File: src/hw/dlx_pkg.sv
// dlx_pkg
// shared widths, opcode and alu-op encodings, and the nop word for the
// five-stage DLX core. also holds the bypass priority pick that the
// decode and execute stages both use.
`default_nettype none

package dlx_pkg;

    localparam int XLEN   = 32;                  // data and address width
    localparam int REG_AW = 5;                   // register address width
    localparam int OPC_W  = 5;                   // opcode field width

    localparam logic [XLEN-1:0] NOP_INSN = '0;   // add r0, r0, r0

    // primary opcodes, insn[31:27]
    typedef enum logic [OPC_W-1:0] {
        OPC_RTYPE = 5'b00000,
        OPC_J     = 5'b00001,
        OPC_BNE   = 5'b00010,
        OPC_ADDI  = 5'b00101,
        OPC_BLT   = 5'b00110,
        OPC_SW    = 5'b00111,
        OPC_LW    = 5'b01000
    } opcode_e;

    // r-type function, insn[6:2]
    typedef enum logic [4:0] {
        ALU_ADD = 5'b00000,
        ALU_SUB = 5'b00001,
        ALU_AND = 5'b00010,
        ALU_OR  = 5'b00011
    } alu_op_e;

    // newest producer wins: memory stage first, then writeback, else regfile
    function automatic logic [XLEN-1:0] fwd_pick(
        input logic [REG_AW-1:0] src,
        input logic              m_en,           // already excludes rd == 0
        input logic [REG_AW-1:0] m_rd,
        input logic [XLEN-1:0]   m_val,
        input logic              w_en,           // already excludes rd == 0
        input logic [REG_AW-1:0] w_rd,
        input logic [XLEN-1:0]   w_val,
        input logic [XLEN-1:0]   rf_val
    );
        if (m_en && m_rd == src) return m_val;
        if (w_en && w_rd == src) return w_val;
        return rf_val;
    endfunction

endpackage

`default_nettype wire
File: src/hw/dlx_core.sv
// dlx_core
// five-stage DLX integer core: fetch, decode, execute, memory and
// writeback around an internal register file. only the instruction and
// data memory ports leave the block.
`timescale 1ns/1ps
`default_nettype none

module dlx_core import dlx_pkg::*; #(
    parameter logic [XLEN-1:0] RESET_PC = '0
) (
    input  logic            clock,
    input  logic            rst_n,
    output logic [XLEN-1:0] address_imem,
    input  logic [XLEN-1:0] q_imem,
    output logic [XLEN-1:0] address_dmem,
    output logic [XLEN-1:0] data,
    output logic            wren,
    input  logic [XLEN-1:0] q_dmem
);

    logic [XLEN-1:0]   fd_pc, fd_ir, target;
    logic              stall, redirect;
    logic [REG_AW-1:0] ra, rb;
    logic [XLEN-1:0]   rdata_a, rdata_b;
    logic [XLEN-1:0]   dx_ir, dx_rs_val, dx_rt_val;
    logic [XLEN-1:0]   xm_ir, xm_alu_val, xm_rd_val;
    logic              xm_fwd, xm_load;
    logic [REG_AW-1:0] xm_rd;
    logic              wb_en;
    logic [REG_AW-1:0] wb_rd;
    logic [XLEN-1:0]   wb_data;

    dlx_fetch #(.RESET_PC(RESET_PC)) u_fetch (
        .clock, .rst_n, .stall, .redirect, .target, .q_imem,
        .address_imem, .fd_pc, .fd_ir
    );

    dlx_decode u_decode (
        .clock, .rst_n, .fd_pc, .fd_ir, .ra, .rb, .rdata_a, .rdata_b,
        .xm_fwd, .xm_load, .xm_rd, .xm_alu_val, .wb_en, .wb_rd, .wb_data,
        .stall, .redirect, .target, .dx_ir, .dx_rs_val, .dx_rt_val
    );

    dlx_execute u_execute (
        .clock, .rst_n, .dx_ir, .dx_rs_val, .dx_rt_val, .wb_en, .wb_rd, .wb_data,
        .xm_ir, .xm_alu_val, .xm_rd_val, .xm_fwd, .xm_load, .xm_rd
    );

    dlx_memory_wb u_memory_wb (
        .clock, .rst_n, .xm_ir, .xm_alu_val, .xm_rd_val, .q_dmem,
        .address_dmem, .data, .wren, .wb_en, .wb_rd, .wb_data
    );

    dlx_regfile #(.NUM_REGS(32), .DATA_W(XLEN)) u_regfile (
        .clock, .rst_n, .we(wb_en), .waddr(wb_rd), .raddr_a(ra), .raddr_b(rb),
        .wdata(wb_data), .rdata_a, .rdata_b
    );

endmodule

`default_nettype wire

File: src/hw/dlx_memory_wb.sv
// dlx_memory_wb
// data memory access with the WM store-data bypass, the M/W register
// and the writeback select into the register file.
`timescale 1ns/1ps
`default_nettype none

module dlx_memory_wb import dlx_pkg::*; (
    input  logic              clock,
    input  logic              rst_n,
    input  logic [XLEN-1:0]   xm_ir,
    input  logic [XLEN-1:0]   xm_alu_val,
    input  logic [XLEN-1:0]   xm_rd_val,
    input  logic [XLEN-1:0]   q_dmem,
    output logic [XLEN-1:0]   address_dmem,
    output logic [XLEN-1:0]   data,
    output logic              wren,
    output logic              wb_en,
    output logic [REG_AW-1:0] wb_rd,
    output logic [XLEN-1:0]   wb_data
);

    opcode_e           xm_op;
    opcode_e           mw_op;
    logic [REG_AW-1:0] xm_rd;
    logic [XLEN-1:0]   mw_ir, mw_alu_val, mw_ld_val;

    assign xm_op        = opcode_e'(xm_ir[31:27]);
    assign xm_rd        = xm_ir[26:22];
    assign address_dmem = xm_alu_val;            // rs + N
    assign wren         = (xm_op == OPC_SW);
    assign data         = (wb_en && wb_rd == xm_rd) ? wb_data : xm_rd_val; // WM bypass

    always_ff @(posedge clock or negedge rst_n) begin
        if (!rst_n) begin
            mw_ir      <= NOP_INSN;
            mw_alu_val <= '0;
            mw_ld_val  <= '0;
        end else begin
            mw_ir      <= xm_ir;
            mw_alu_val <= xm_alu_val;
            mw_ld_val  <= q_dmem;                // only meaningful for lw
        end
    end

    assign mw_op   = opcode_e'(mw_ir[31:27]);
    assign wb_rd   = mw_ir[26:22];
    assign wb_en   = (mw_op inside {OPC_RTYPE, OPC_ADDI, OPC_LW}) && (wb_rd != '0);
    assign wb_data = (mw_op == OPC_LW) ? mw_ld_val : mw_alu_val;

endmodule

`default_nettype wire

File: src/hw/dlx_execute.sv
// dlx_execute
// MX/WX operand bypass, the main ALU and the X/M register. also forwards
// the sw data register and publishes the X/M summary that decode and
// the operand bypass use.
`timescale 1ns/1ps
`default_nettype none

module dlx_execute import dlx_pkg::*; (
    input  logic              clock,
    input  logic              rst_n,
    input  logic [XLEN-1:0]   dx_ir,
    input  logic [XLEN-1:0]   dx_rs_val,
    input  logic [XLEN-1:0]   dx_rt_val,
    input  logic              wb_en,
    input  logic [REG_AW-1:0] wb_rd,
    input  logic [XLEN-1:0]   wb_data,
    output logic [XLEN-1:0]   xm_ir,
    output logic [XLEN-1:0]   xm_alu_val,
    output logic [XLEN-1:0]   xm_rd_val,
    output logic              xm_fwd,
    output logic              xm_load,
    output logic [REG_AW-1:0] xm_rd
);

    opcode_e           dx_op;
    opcode_e           xm_op;
    alu_op_e           alu_op;
    logic [REG_AW-1:0] dx_rd, dx_rs, dx_rt;
    logic [XLEN-1:0]   imm_n, rt_byp, st_val;
    logic [XLEN-1:0]   op_a, op_b, alu_res;
    logic              is_rtype;

    assign dx_op    = opcode_e'(dx_ir[31:27]);
    assign dx_rd    = dx_ir[26:22];
    assign dx_rs    = dx_ir[21:17];
    assign dx_rt    = dx_ir[16:12];
    assign is_rtype = (dx_op == OPC_RTYPE);
    assign imm_n    = {{(XLEN-17){dx_ir[16]}}, dx_ir[16:0]};

    // MX over WX over D/X value
    assign op_a   = fwd_pick(dx_rs, xm_fwd, xm_rd, xm_alu_val, wb_en, wb_rd, wb_data, dx_rs_val);
    assign rt_byp = fwd_pick(dx_rt, xm_fwd, xm_rd, xm_alu_val, wb_en, wb_rd, wb_data, dx_rt_val);
    assign op_b   = is_rtype ? rt_byp : imm_n;   // addi, lw, sw take N

    // sw data: catches a producer two ahead that decode read too early
    assign st_val = fwd_pick(dx_rd, xm_fwd, xm_rd, xm_alu_val, wb_en, wb_rd, wb_data, dx_rt_val);

    assign alu_op = is_rtype ? alu_op_e'(dx_ir[6:2]) : ALU_ADD; // address and addi add

    dlx_alu u_alu (
        .a         (op_a),
        .b         (op_b),
        .op        (alu_op),
        .result    (alu_res),
        .not_equal (),
        .less_than ()
    );

    always_ff @(posedge clock or negedge rst_n) begin
        if (!rst_n) begin
            xm_ir      <= NOP_INSN;
            xm_alu_val <= '0;
            xm_rd_val  <= '0;
        end else begin
            xm_ir      <= dx_ir;
            xm_alu_val <= alu_res;
            xm_rd_val  <= st_val;                // store data, sw only
        end
    end

    // X/M summary
    assign xm_op   = opcode_e'(xm_ir[31:27]);
    assign xm_rd   = xm_ir[26:22];
    assign xm_fwd  = (xm_op == OPC_RTYPE || xm_op == OPC_ADDI) && (xm_rd != '0);
    assign xm_load = (xm_op == OPC_LW);          // value not ready until W

endmodule

`default_nettype wire

File: src/hw/dlx_decode.sv
// dlx_decode
// register read addressing, branch resolution with MD/WD bypass into
// the comparator, load-use and branch-dependency stall detection, and
// the D/X register. a stall sends a bubble into D/X while fetch holds.
`timescale 1ns/1ps
`default_nettype none

module dlx_decode import dlx_pkg::*; (
    input  logic              clock,
    input  logic              rst_n,
    input  logic [XLEN-1:0]   fd_pc,
    input  logic [XLEN-1:0]   fd_ir,
    output logic [REG_AW-1:0] ra,
    output logic [REG_AW-1:0] rb,
    input  logic [XLEN-1:0]   rdata_a,
    input  logic [XLEN-1:0]   rdata_b,
    input  logic              xm_fwd,
    input  logic              xm_load,
    input  logic [REG_AW-1:0] xm_rd,
    input  logic [XLEN-1:0]   xm_alu_val,
    input  logic              wb_en,
    input  logic [REG_AW-1:0] wb_rd,
    input  logic [XLEN-1:0]   wb_data,
    output logic              stall,
    output logic              redirect,
    output logic [XLEN-1:0]   target,
    output logic [XLEN-1:0]   dx_ir,
    output logic [XLEN-1:0]   dx_rs_val,
    output logic [XLEN-1:0]   dx_rt_val
);

    opcode_e           fd_op;
    opcode_e           dx_op;
    logic [REG_AW-1:0] fd_rs, fd_rt, fd_rd, dx_rd;
    logic [XLEN-1:0]   imm_n;
    logic [XLEN-1:0]   br_rs_val, br_rd_val;
    logic              is_rtype, is_branch, is_jump, uses_rs;
    logic              ne_flag, lt_flag, br_taken;
    logic              dx_writes, stall_ld, stall_br;

    assign fd_op = opcode_e'(fd_ir[31:27]);
    assign dx_op = opcode_e'(dx_ir[31:27]);
    assign fd_rd = fd_ir[26:22];
    assign fd_rs = fd_ir[21:17];
    assign fd_rt = fd_ir[16:12];
    assign dx_rd = dx_ir[26:22];
    assign imm_n = {{(XLEN-17){fd_ir[16]}}, fd_ir[16:0]};  // sign-extended N

    assign is_rtype  = (fd_op == OPC_RTYPE);
    assign is_branch = (fd_op == OPC_BNE) || (fd_op == OPC_BLT);
    assign is_jump   = (fd_op == OPC_J);
    assign uses_rs   = is_rtype || (fd_op inside {OPC_ADDI, OPC_LW, OPC_SW}); // rs read in X

    assign ra = fd_rs;
    assign rb = is_rtype ? fd_rt : fd_rd;        // rd for branches and sw data

    // comparator operands with MD over WD over regfile
    assign br_rs_val = fwd_pick(fd_rs, xm_fwd, xm_rd, xm_alu_val, wb_en, wb_rd, wb_data, rdata_a);
    assign br_rd_val = fwd_pick(fd_rd, xm_fwd, xm_rd, xm_alu_val, wb_en, wb_rd, wb_data, rdata_b);

    dlx_alu u_br_cmp (
        .a         (br_rs_val),
        .b         (br_rd_val),
        .op        (ALU_SUB),
        .result    (),                           // only the flags matter here
        .not_equal (ne_flag),
        .less_than (lt_flag)                     // rd < rs
    );

    assign br_taken = ((fd_op == OPC_BNE) && ne_flag) || ((fd_op == OPC_BLT) && lt_flag);

    // lw in X feeding anything that reads in X
    assign dx_writes = dx_op inside {OPC_RTYPE, OPC_ADDI, OPC_LW};
    assign stall_ld  = (dx_op == OPC_LW) && (dx_rd != '0)
                     && ((uses_rs && fd_rs == dx_rd) || (is_rtype && fd_rt == dx_rd));

    // branch needs its operands in D so a producer in X or a lw in M is too late
    assign stall_br = is_branch
                    && ((dx_writes && dx_rd != '0 && (fd_rs == dx_rd || fd_rd == dx_rd))
                    || (xm_load && xm_rd != '0 && (fd_rs == xm_rd || fd_rd == xm_rd)));

    assign stall    = stall_ld || stall_br;
    assign redirect = is_jump || (br_taken && !stall); // j never waits on operands
    assign target   = is_jump ? {{(XLEN-27){1'b0}}, fd_ir[26:0]} : fd_pc + imm_n;

    always_ff @(posedge clock or negedge rst_n) begin
        if (!rst_n) begin
            dx_ir     <= NOP_INSN;
            dx_rs_val <= '0;
            dx_rt_val <= '0;
        end else begin
            dx_ir     <= stall ? NOP_INSN : fd_ir; // bubble on stall
            dx_rs_val <= rdata_a;
            dx_rt_val <= rdata_b;                // rt for r-type and rd otherwise
        end
    end

    // no hazard holds decode for more than two cycles
    a_stall_max_two : assert property (
        @(posedge clock) disable iff (!rst_n)
        (stall ##1 stall) |=> !stall
    );

endmodule

`default_nettype wire

File: src/hw/dlx_fetch.sv
// dlx_fetch
// PC register and F/D register. advances by one word per cycle, loads
// the decode target on redirect and squashes the word fetched behind the
// branch. a stall holds both registers.
`timescale 1ns/1ps
`default_nettype none

module dlx_fetch import dlx_pkg::*; #(
    parameter logic [XLEN-1:0] RESET_PC = '0
) (
    input  logic            clock,
    input  logic            rst_n,
    input  logic            stall,
    input  logic            redirect,
    input  logic [XLEN-1:0] target,
    input  logic [XLEN-1:0] q_imem,
    output logic [XLEN-1:0] address_imem,
    output logic [XLEN-1:0] fd_pc,
    output logic [XLEN-1:0] fd_ir
);

    logic [XLEN-1:0] pc;
    logic [XLEN-1:0] pc_seq;
    logic [XLEN-1:0] pc_next;

    assign pc_seq       = pc + 1'b1;                  // word addressed
    assign pc_next      = redirect ? target : pc_seq;
    assign address_imem = pc;                         // imem answers same cycle

    always_ff @(posedge clock or negedge rst_n) begin
        if (!rst_n) begin
            pc    <= RESET_PC;
            fd_pc <= '0;
            fd_ir <= NOP_INSN;
        end else if (!stall) begin
            pc    <= pc_next;
            fd_pc <= pc_seq;                          // branch offsets are from PC+1
            fd_ir <= redirect ? NOP_INSN : q_imem;    // flush the wrong-path slot
        end
    end

    a_no_stall_with_redirect : assert property (
        @(posedge clock) disable iff (!rst_n)
        !(stall && redirect)
    );

endmodule

`default_nettype wire

File: src/hw/dlx_regfile.sv
// dlx_regfile
// register file with two combinational read ports and one write port.
// r0 reads as zero and is never written; a read of the register being
// written this cycle sees the new value.
`timescale 1ns/1ps
`default_nettype none

module dlx_regfile #(
    parameter int NUM_REGS = 32,
    parameter int DATA_W   = 32
) (
    input  logic              clock,
    input  logic              rst_n,
    input  logic              we,
    input  logic [4:0]        waddr,
    input  logic [4:0]        raddr_a,
    input  logic [4:0]        raddr_b,
    input  logic [DATA_W-1:0] wdata,
    output logic [DATA_W-1:0] rdata_a,
    output logic [DATA_W-1:0] rdata_b
);

    logic [DATA_W-1:0] regs [NUM_REGS];

    always_ff @(posedge clock or negedge rst_n) begin
        if (!rst_n) begin
            for (int i = 0; i < NUM_REGS; i++) regs[i] <= '0;
        end else if (we && waddr != '0) begin
            regs[waddr] <= wdata;                // r0 stays zero
        end
    end

    // write-through so decode sees the value retiring in writeback
    assign rdata_a = (raddr_a == '0) ? '0 : (we && waddr == raddr_a) ? wdata : regs[raddr_a];
    assign rdata_b = (raddr_b == '0) ? '0 : (we && waddr == raddr_b) ? wdata : regs[raddr_b];

    // writeback never aims a write at r0
    a_no_r0_write : assert property (
        @(posedge clock) disable iff (!rst_n)
        we |-> (waddr != '0)
    );

endmodule

`default_nettype wire

File: src/hw/dlx_alu.sv
// dlx_alu
// combinational add/sub/and/or unit. the flags compare b against a,
// so with a = rs and b = rd the branch sees rd != rs and rd < rs.
`timescale 1ns/1ps
`default_nettype none

module dlx_alu import dlx_pkg::*; (
    input  logic [XLEN-1:0] a,
    input  logic [XLEN-1:0] b,
    input  alu_op_e         op,
    output logic [XLEN-1:0] result,
    output logic            not_equal,
    output logic            less_than
);

    always_comb begin
        case (op)
            ALU_ADD: result = a + b;
            ALU_SUB: result = a - b;
            ALU_AND: result = a & b;
            ALU_OR:  result = a | b;
            default: result = a + b;             // unused funct codes fall back to add
        endcase
    end

    assign not_equal = (a != b);
    assign less_than = ($signed(b) < $signed(a)); // signed, b < a

endmodule

`default_nettype wire

File: config.mk
export PLATFORM = sky130hd
export DESIGN_NAME = dlx_core
export DESIGN_NICKNAME = d
export VERILOG_FILES = /design/src/hw/dlx_pkg.sv /design/src/hw/dlx_core.sv /design/src/hw/dlx_memory_wb.sv /design/src/hw/dlx_execute.sv /design/src/hw/dlx_decode.sv /design/src/hw/dlx_fetch.sv /design/src/hw/dlx_regfile.sv /design/src/hw/dlx_alu.sv
export SDC_FILE = /design/constraint.sdc
export NUM_CORES = 2
export LEC_CHECK = 0
export ABC_AREA = 0
export BUFFER_PORTS_ARGS = -buffer_cell sky130_fd_sc_hd__buf_4
export CORE_MARGIN = 4
export CORE_UTILIZATION = 45
export CTS_BUF_LIST = sky130_fd_sc_hd__clkbuf_4 sky130_fd_sc_hd__clkbuf_8
export DETAILED_ROUTE_END_ITERATION = 10
export GPL_TIMING_DRIVEN = 0
export SETUP_SLACK_MARGIN = 0.05
export SLEW_MARGIN = 5
export SYNTH_ARGS = -nofsm -noshare
export SYNTH_HDL_FRONTEND = slang
export SYNTH_HIERARCHICAL = 1
export SYNTH_SLANG_ARGS = --single-unit
File: constraint.sdc
create_clock -name clock -period 12.7 [get_ports clock]
set_clock_uncertainty 0.2 [all_clocks]
set_input_delay 2.54 -clock clock [delete_from_list [all_inputs] [get_ports clock]]
set_output_delay 2.54 -clock clock [all_outputs]
set_load 0.1 [all_outputs]
=== Yosys cells after proc, flatten, opt, wreduce, memory -nomap -nowiden ===
Cells that the tools add are included.

* Bits of input ports: 66
* Output and inout port bits: 97
* Word-level logic and storage cells: 201
* Register bits: 1,408

* $add $sub $neg: 4
* Multiplexer cells: 58
* Reduce and logical (&&, ||, !) cells: 51
* Bitwise operators: 5
* $lt $le $gt $ge: 5
* Equal/unequal tests: 34

{| class="wikitable"
|+ Operators by type and width
! operator !! number
|-
| two-way mux 32 bit || 36
|-
| bitwise mux 1024 bit || 1
|-
| binary-select mux 32 bit (select 5 bit) || 2
|-
| demux 32 bit (select 5 bit) || 1
|-
| one-hot mux 32 bit (3 select lines) || 1
|-
| == test 5 bit || 17
|-
| adder 32 bit || 2
|-
| == test 5 x 3 -> 1 bit, second input constant || 7
|-
| adder 32 x 1 -> 32 bit, second input constant || 1
|-
| bitwise AND 32 bit || 1
|-
| < comparator 32 bit || 1
|-
| inequality test 32 bit || 1
|-
| bitwise OR 32 bit || 1
|-
| subtractor 32 bit || 1
|-
| zero test 5 bit || 6
|-
| logical AND 1 bit || 28
|-
| == test 5 x 4 -> 1 bit, second input constant || 4
|-
| >= comparator 6 bit, second input constant || 3
|-
| inverter 5 -> 6 bit || 3
|-
| == test 5 x 2 -> 1 bit, second input constant || 3
|-
| two-way mux 1 bit || 15
|-
| nonzero test 5 bit || 3
|-
| == test 5 x 1 -> 1 bit, second input constant || 2
|-
| logical OR 1 bit || 10
|-
| other kinds (4) || 7
|}

=== Longest topological paths before layout ===
* Depth after elaboration: 16
* Mapped depth: 36

=== By module ===
The synthesis kept the hierarchy.

{| class="wikitable"
|+ Modules (own cells, without submodules)
! module !! instances !! cells each !! area an instance (sq um)
|-
| dlx_regfile || 1 || 3,771 || 55,016.5
|-
| dlx_decode || 1 || 763 || 6,678.9
|-
| dlx_alu at u_execute.u_alu || 1 || 837 || 5,559.1
|-
| dlx_alu at u_decode.u_br_cmp || 1 || 816 || 5,424.0
|-
| dlx_fetch || 1 || 593 || 5,156.2
|-
| dlx_execute || 1 || 505 || 5,094.9
|-
| dlx_memory_wb || 1 || 199 || 3,155.5
|}

=== Worst setup path before layout ===
OpenSTA, ideal clock, no wires.

* Path type: flip-flop to flip-flop
* From: register u_fetch.fd_ir[27]
* To: register u_fetch.pc[28] (netlist: u_fetch/address_imem[28])
* Data arrival time: 6.520 ns
* Buffers on the path: 7
* Setup time: 0.074 ns
* Required time: 12.426 ns
* Clock period less this slack: 6.794 ns
* Stages on the path, launching flop included: 36
* Path slack: 5.906 ns
* Cell sequence: dfrtp_1 -> nor3_1 -> and2_1 -> clkbuf_1 -> mux2_2 -> buf_6 -> xnor2_1 -> nand4_1 -> or2_2 -> buf_2 -> clkbuf_1 -> o21ai_1 -> o221a_2 -> mux2i_1 -> a21oi_1 -> inv_1 -> ha_1 -> clkbuf_1 -> inv_1 -> a21oi_1 -> o21bai_1 -> a221oi_1 -> o21bai_1 -> and2_1 -> o31ai_1 -> nand4_1 -> mux2_2 -> mux2_2 -> nand2_1 -> o21ai_0 -> clkbuf_1 -> or2_1 -> clkbuf_1 -> nor2_1 -> or4b_1 -> nand3_1

* Longest elaborated chain between the ends: 16
* Elaborated cells between the ends (all ways): 38
* Those cells by class: order compare: 1; eq/ne: 8; mux: 10; bitwise: 1; reduce/logical: 18

{| class="wikitable"
|+ RTL lines
! what !! RTL line !! source
|-
| start, declared || dlx_fetch.sv:19 || <nowiki>output logic [XLEN-1:0] fd_ir</nowiki>
|-
| start signal, assigned || dlx_fetch.sv:38 || <nowiki>fd_ir <= redirect ? NOP_INSN : q_imem;</nowiki>
|-
| zero test 5 bit (*) || dlx_decode.sv:49 || <nowiki>assign is_rtype = (fd_op == OPC_RTYPE);</nowiki>
|-
| two-way mux 5 bit (*) || dlx_decode.sv:55 || <nowiki>assign rb = is_rtype ? fd_rt : fd_rd;</nowiki>
|-
| net rb[0] || dlx_core.sv:23 || <nowiki>logic [REG_AW-1:0] ra, rb;</nowiki>
|-
| inverter 5 -> 6 bit (not written as such) || dlx_regfile.sv:35 || <nowiki>assign rdata_b = (raddr_b == '0) ? '0 : (we && waddr == raddr_b) ? wdata : regs[raddr_b];</nowiki>
|-
| binary-select mux 32 bit (select 5 bit) || dlx_regfile.sv:35 ||
|-
| two-way mux 32 bit (not written as such) (2 in a row) || dlx_regfile.sv:35 ||
|-
| two-way mux 32 bit || dlx_regfile.sv:35 ||
|-
| two-way mux 32 bit (*) || dlx_regfile.sv:35 ||
|-
| net rdata_b[19] || dlx_core.sv:24 || <nowiki>logic [XLEN-1:0] rdata_a, rdata_b;</nowiki>
|-
| [... 2 more ...] || n/a ||
|-
| net u_decode.br_rd_val[19] || dlx_decode.sv:36 || <nowiki>logic [XLEN-1:0] br_rs_val, br_rd_val;</nowiki>
|-
| < comparator 32 bit (*) || dlx_alu.sv:27 || <nowiki>assign less_than = ($signed(b) < $signed(a));</nowiki>
|-
| net u_decode.lt_flag || dlx_decode.sv:38 || <nowiki>logic ne_flag, lt_flag, br_taken;</nowiki>
|-
| logical AND 1 bit (*) || dlx_decode.sv:70 || <nowiki>assign br_taken = ((fd_op == OPC_BNE) && ne_flag) || ((fd_op == OPC_BLT) && lt_flag);</nowiki>
|-
| logical OR 1 bit (*) || dlx_decode.sv:70 ||
|-
| logical AND 1 bit (*) || dlx_decode.sv:83 || <nowiki>assign redirect = is_jump || (br_taken && !stall);</nowiki>
|-
| logical OR 1 bit (*) || dlx_decode.sv:83 ||
|-
| net redirect || dlx_core.sv:22 || <nowiki>logic stall, redirect;</nowiki>
|-
| two-way mux 32 bit (*) || dlx_fetch.sv:27 || <nowiki>assign pc_next = redirect ? target : pc_seq;</nowiki>
|-
| end signal, assigned || dlx_fetch.sv:36 || <nowiki>pc <= pc_next;</nowiki>
|-
| end, declared || dlx_fetch.sv:22 || <nowiki>logic [XLEN-1:0] pc;</nowiki>
|}

The timed path passes the listed nets; every way through them passes the cells marked *. The select of a mux whose other input is x is not followed.
A chain may end at the register's enable or synchronous reset.

=== Worst setup path in the final report ===
* From: register u_fetch.fd_ir[31]
* To: register u_fetch.fd_ir[20]

* Longest elaborated chain between the ends: 16
* Elaborated cells between the ends (all ways): 37
* Those cells by class: order compare: 1; eq/ne: 8; mux: 9; bitwise: 1; reduce/logical: 18

{| class="wikitable"
|+ RTL lines
! what !! RTL line
|-
| zero test 5 bit (*) || dlx_decode.sv:49
|-
| two-way mux 5 bit (*) || dlx_decode.sv:55
|-
| net rb[3] || dlx_core.sv:23
|-
| inverter 5 -> 6 bit (not written as such) || dlx_regfile.sv:35
|-
| binary-select mux 32 bit (select 5 bit) || dlx_regfile.sv:35
|-
| two-way mux 32 bit (not written as such) (2 in a row) || dlx_regfile.sv:35
|-
| two-way mux 32 bit || dlx_regfile.sv:35
|-
| two-way mux 32 bit (*) || dlx_regfile.sv:35
|-
| net rdata_b[29] || dlx_core.sv:24
|-
| [... 2 more ...] || n/a
|-
| net u_decode.br_rd_val[29] || dlx_decode.sv:36
|-
| < comparator 32 bit (*) || dlx_alu.sv:27
|-
| net u_decode.lt_flag || dlx_decode.sv:38
|-
| logical AND 1 bit (*) || dlx_decode.sv:70
|-
| logical OR 1 bit (*) || dlx_decode.sv:70
|-
| logical AND 1 bit (*) || dlx_decode.sv:83
|-
| logical OR 1 bit (*) || dlx_decode.sv:83
|-
| net redirect || dlx_core.sv:22
|-
| two-way mux 32 bit (*) || dlx_fetch.sv:38
|}

Marked as above.

==> results.yml <==
outcome:
  outcome: "complete, but fails checks"
  failed_checks: "capacitance limit, slew limit"
sta:
  finalSetupViolCount: 0
  tns_ns: 0
  timing.final.crit_share: 0.970
  max_clock_freq_mhz: 81.2
  slew_headroom: -0.0587
  hold_viol: 0
  slew_viol_final: 25
  setup_slack_ns: 0.385
  worst_pin_slew_ns: 1.59
  layout_min_cycle_time_ns: 12.31
  rsz0062_at_grt: "false"
floorplan:
  core_um2: 179000
  start_util: 0.453
  rows: 155
  die_h_um: 432
  io_pins: 163
  die_area_um2: 187000
  die_x_um: 432
cells_and_area:
  area_delta_synth_final_pct: 12.0
  drive_above_1_share: 0.330
  num-fill-cells: 16100
  final_cell_mix: "1364 x dfrtp_1, 1031 x mux2_2, 443 x mux2i_1"
  mostFrequentLayoutCell: "dfrtp_1"
  top_register: "u_regfile/regs"
  largest_reg_flops: 1024
  nets: 7454
  layout.cells.non_filler: 9739
global_route:
  grt_remaining_overflow: 0
  grt_pass1_vias: 63600
  grt.total_usage: 0.374
  antenna_found_initial: 20
  grt_max_degree: 163
  grt_pass1_wl_um: 490000
power_and_ir_drop:
  p_per_area_nw_per_um2: 194
  ir_drop_v: 0.000192
  power.leakage_nw: 40.5
  finalPower_mw: 17.6
placed_design:
  hpwl_um: 260000
  place.port_buffers: 162
  dp_slack_ns: 1.50
  dp.cells: 9310
  gp_congestion: 1.06
critical_path:
  r2r_start: "u_fetch/fd_ir[31]"
  critical-path-slowest-cell: "a31oi_1"
  r2r-end: "u_fetch/fd_ir[20]"
  path_class: "flop to flop"
  max_stage_delay_ns: 1.15
  crit_top_cell: "clkbuf_1"
  worst_r2r_path_depth: 29
  crit_path_end_kind: "flop"
  ff2ff_setup_slack_ns: 0.39
  critPathLaunch: "u_fetch/fd_ir[31]"
  cp.required_ns: 13.39
  path_buf_inv: 9
  cp-start-kind: "flop"
  crit_family: "buffers and inverters"
  worstPathMaxFanout: 10
  worst_ep_arrival_time_ns: 13.01
drt:
  vias: 65100
  drt_iter0_drc: 8461
  vias_per_cell: 6.68
  wirelength_um: 357000
  route.detailed.wl_per_inst_um: 36.7
  ant_nets: 0
  drc: 0
  drt_first_pass_iters: 9
run:
  cap_violations: 5
cts:
  numCtsBuffers: 237
  hold_buffers: 0
  path_clk_slew_ns: 0.06
  htree_levels: 4
  post_cts_buffers: 0
  cts_root_buf: "clkbuf_8"
  clkLatencyLatePin_ns: 1.06
  cts_tree: "yes"
  cts_sinks: 1364
  ctsResizeCount: 0
  clock_path_buffers: 3
worst_hold_path:
  min_to: "u_execute/xm_ir[31]"
  hp-start: "u_decode/dx_ir[31]"
  hp-class: "flop to flop"
  hold_depth: 0
yosys:
  synthCells: 6779
  avgSynthCellArea_um2: 11.9
  synth_warnings: 6
  syn_area_um2: 80900
  syn-num-nets: 7039
[through the flow]
| step | util | cell area (um2) | hold slack, ns |
|---|---|---|---|
| after global placement | 0.476 | 85100 | 0.208 |
| after detailed placement | 0.478 | 85500 | 0.217 |
| after floorplan | - | 80900 | 0.176 |
| final | 0.508 | 90700 | 0.235 |
| after CTS | 0.507 | 90600 | 0.234 |
| after global routing | 0.507 | 90600 | 0.237 |
[cell type report]
| class | count | area [um2] | share of cell area |
|---|---|---|---|
| Sequential cell | 1364 | 34100 | 0.377 |
| Clock inverter | 50 | 561 | 0.00618 |
| Tap cell | 2355 | 2950 | 0.0325 |
| Clock buffer | 364 | 4580 | 0.0506 |
| Inverter | 195 | 732 | 0.00807 |
| Antenna cell | 15 | 37.5 | 0.000414 |
| Buffer | 685 | 3450 | 0.0380 |
| Timing Repair Buffer | 176 | 1540 | 0.0170 |
| Multi-Input combinational cell | 4535 | 42700 | 0.471 |
[power breakdown]
part | switching, mW | internal, mW | total, mW
sequential | 0.825 | 5.22 | 6.04
combinational | 4.72 | 2.36 | 7.08
clock | 1.98 | 2.47 | 4.45
total | 7.52 | 10.1 | 17.6
[worst register-to-register path: cells and delay by family (launching register included)]
| family | cells | cell delay (ns) |
|---|---|---|
| compound gates | 6 | 2.16 |
| flops | 1 | 0.44 |
| buf+inv | 9 | 4.59 |
| fa+ha+maj | 1 | 0.28 |
| simple gates | 9 | 3.19 |
| mux | 4 | 1.33 |
[worst max-delay path by stage]
stage / slack, ns / cells past startpoint / endpoint
3_3_place_gp: -8.17 / 1 / u_execute/xm_alu_val[25]
6_report: 0.39 / 29 / u_fetch/fd_ir[20]
5_1_grt: 0.57 / 29 / u_fetch/fd_ir[20]
3_5_place_dp: 1.50 / 29 / u_fetch/fd_ir[20]
2_1_floorplan: 6.26 / 35 / u_fetch/address_imem[28]
4_1_cts: 1.42 / 29 / u_fetch/fd_ir[20]
[routing by layer]
layer | vias up | wire length (um) | global-route usage
met1 | 33600 | 137000 | 0.478
met5 | - | 261 | 0.00859
met2 | 4228 | 150000 | 0.535
met3 | 1128 | 39600 | 0.121
met4 | 8 | 30600 | 0.267
li1 | 26100 | - | -
Note: power is estimated with default switching activity, not from simulation.
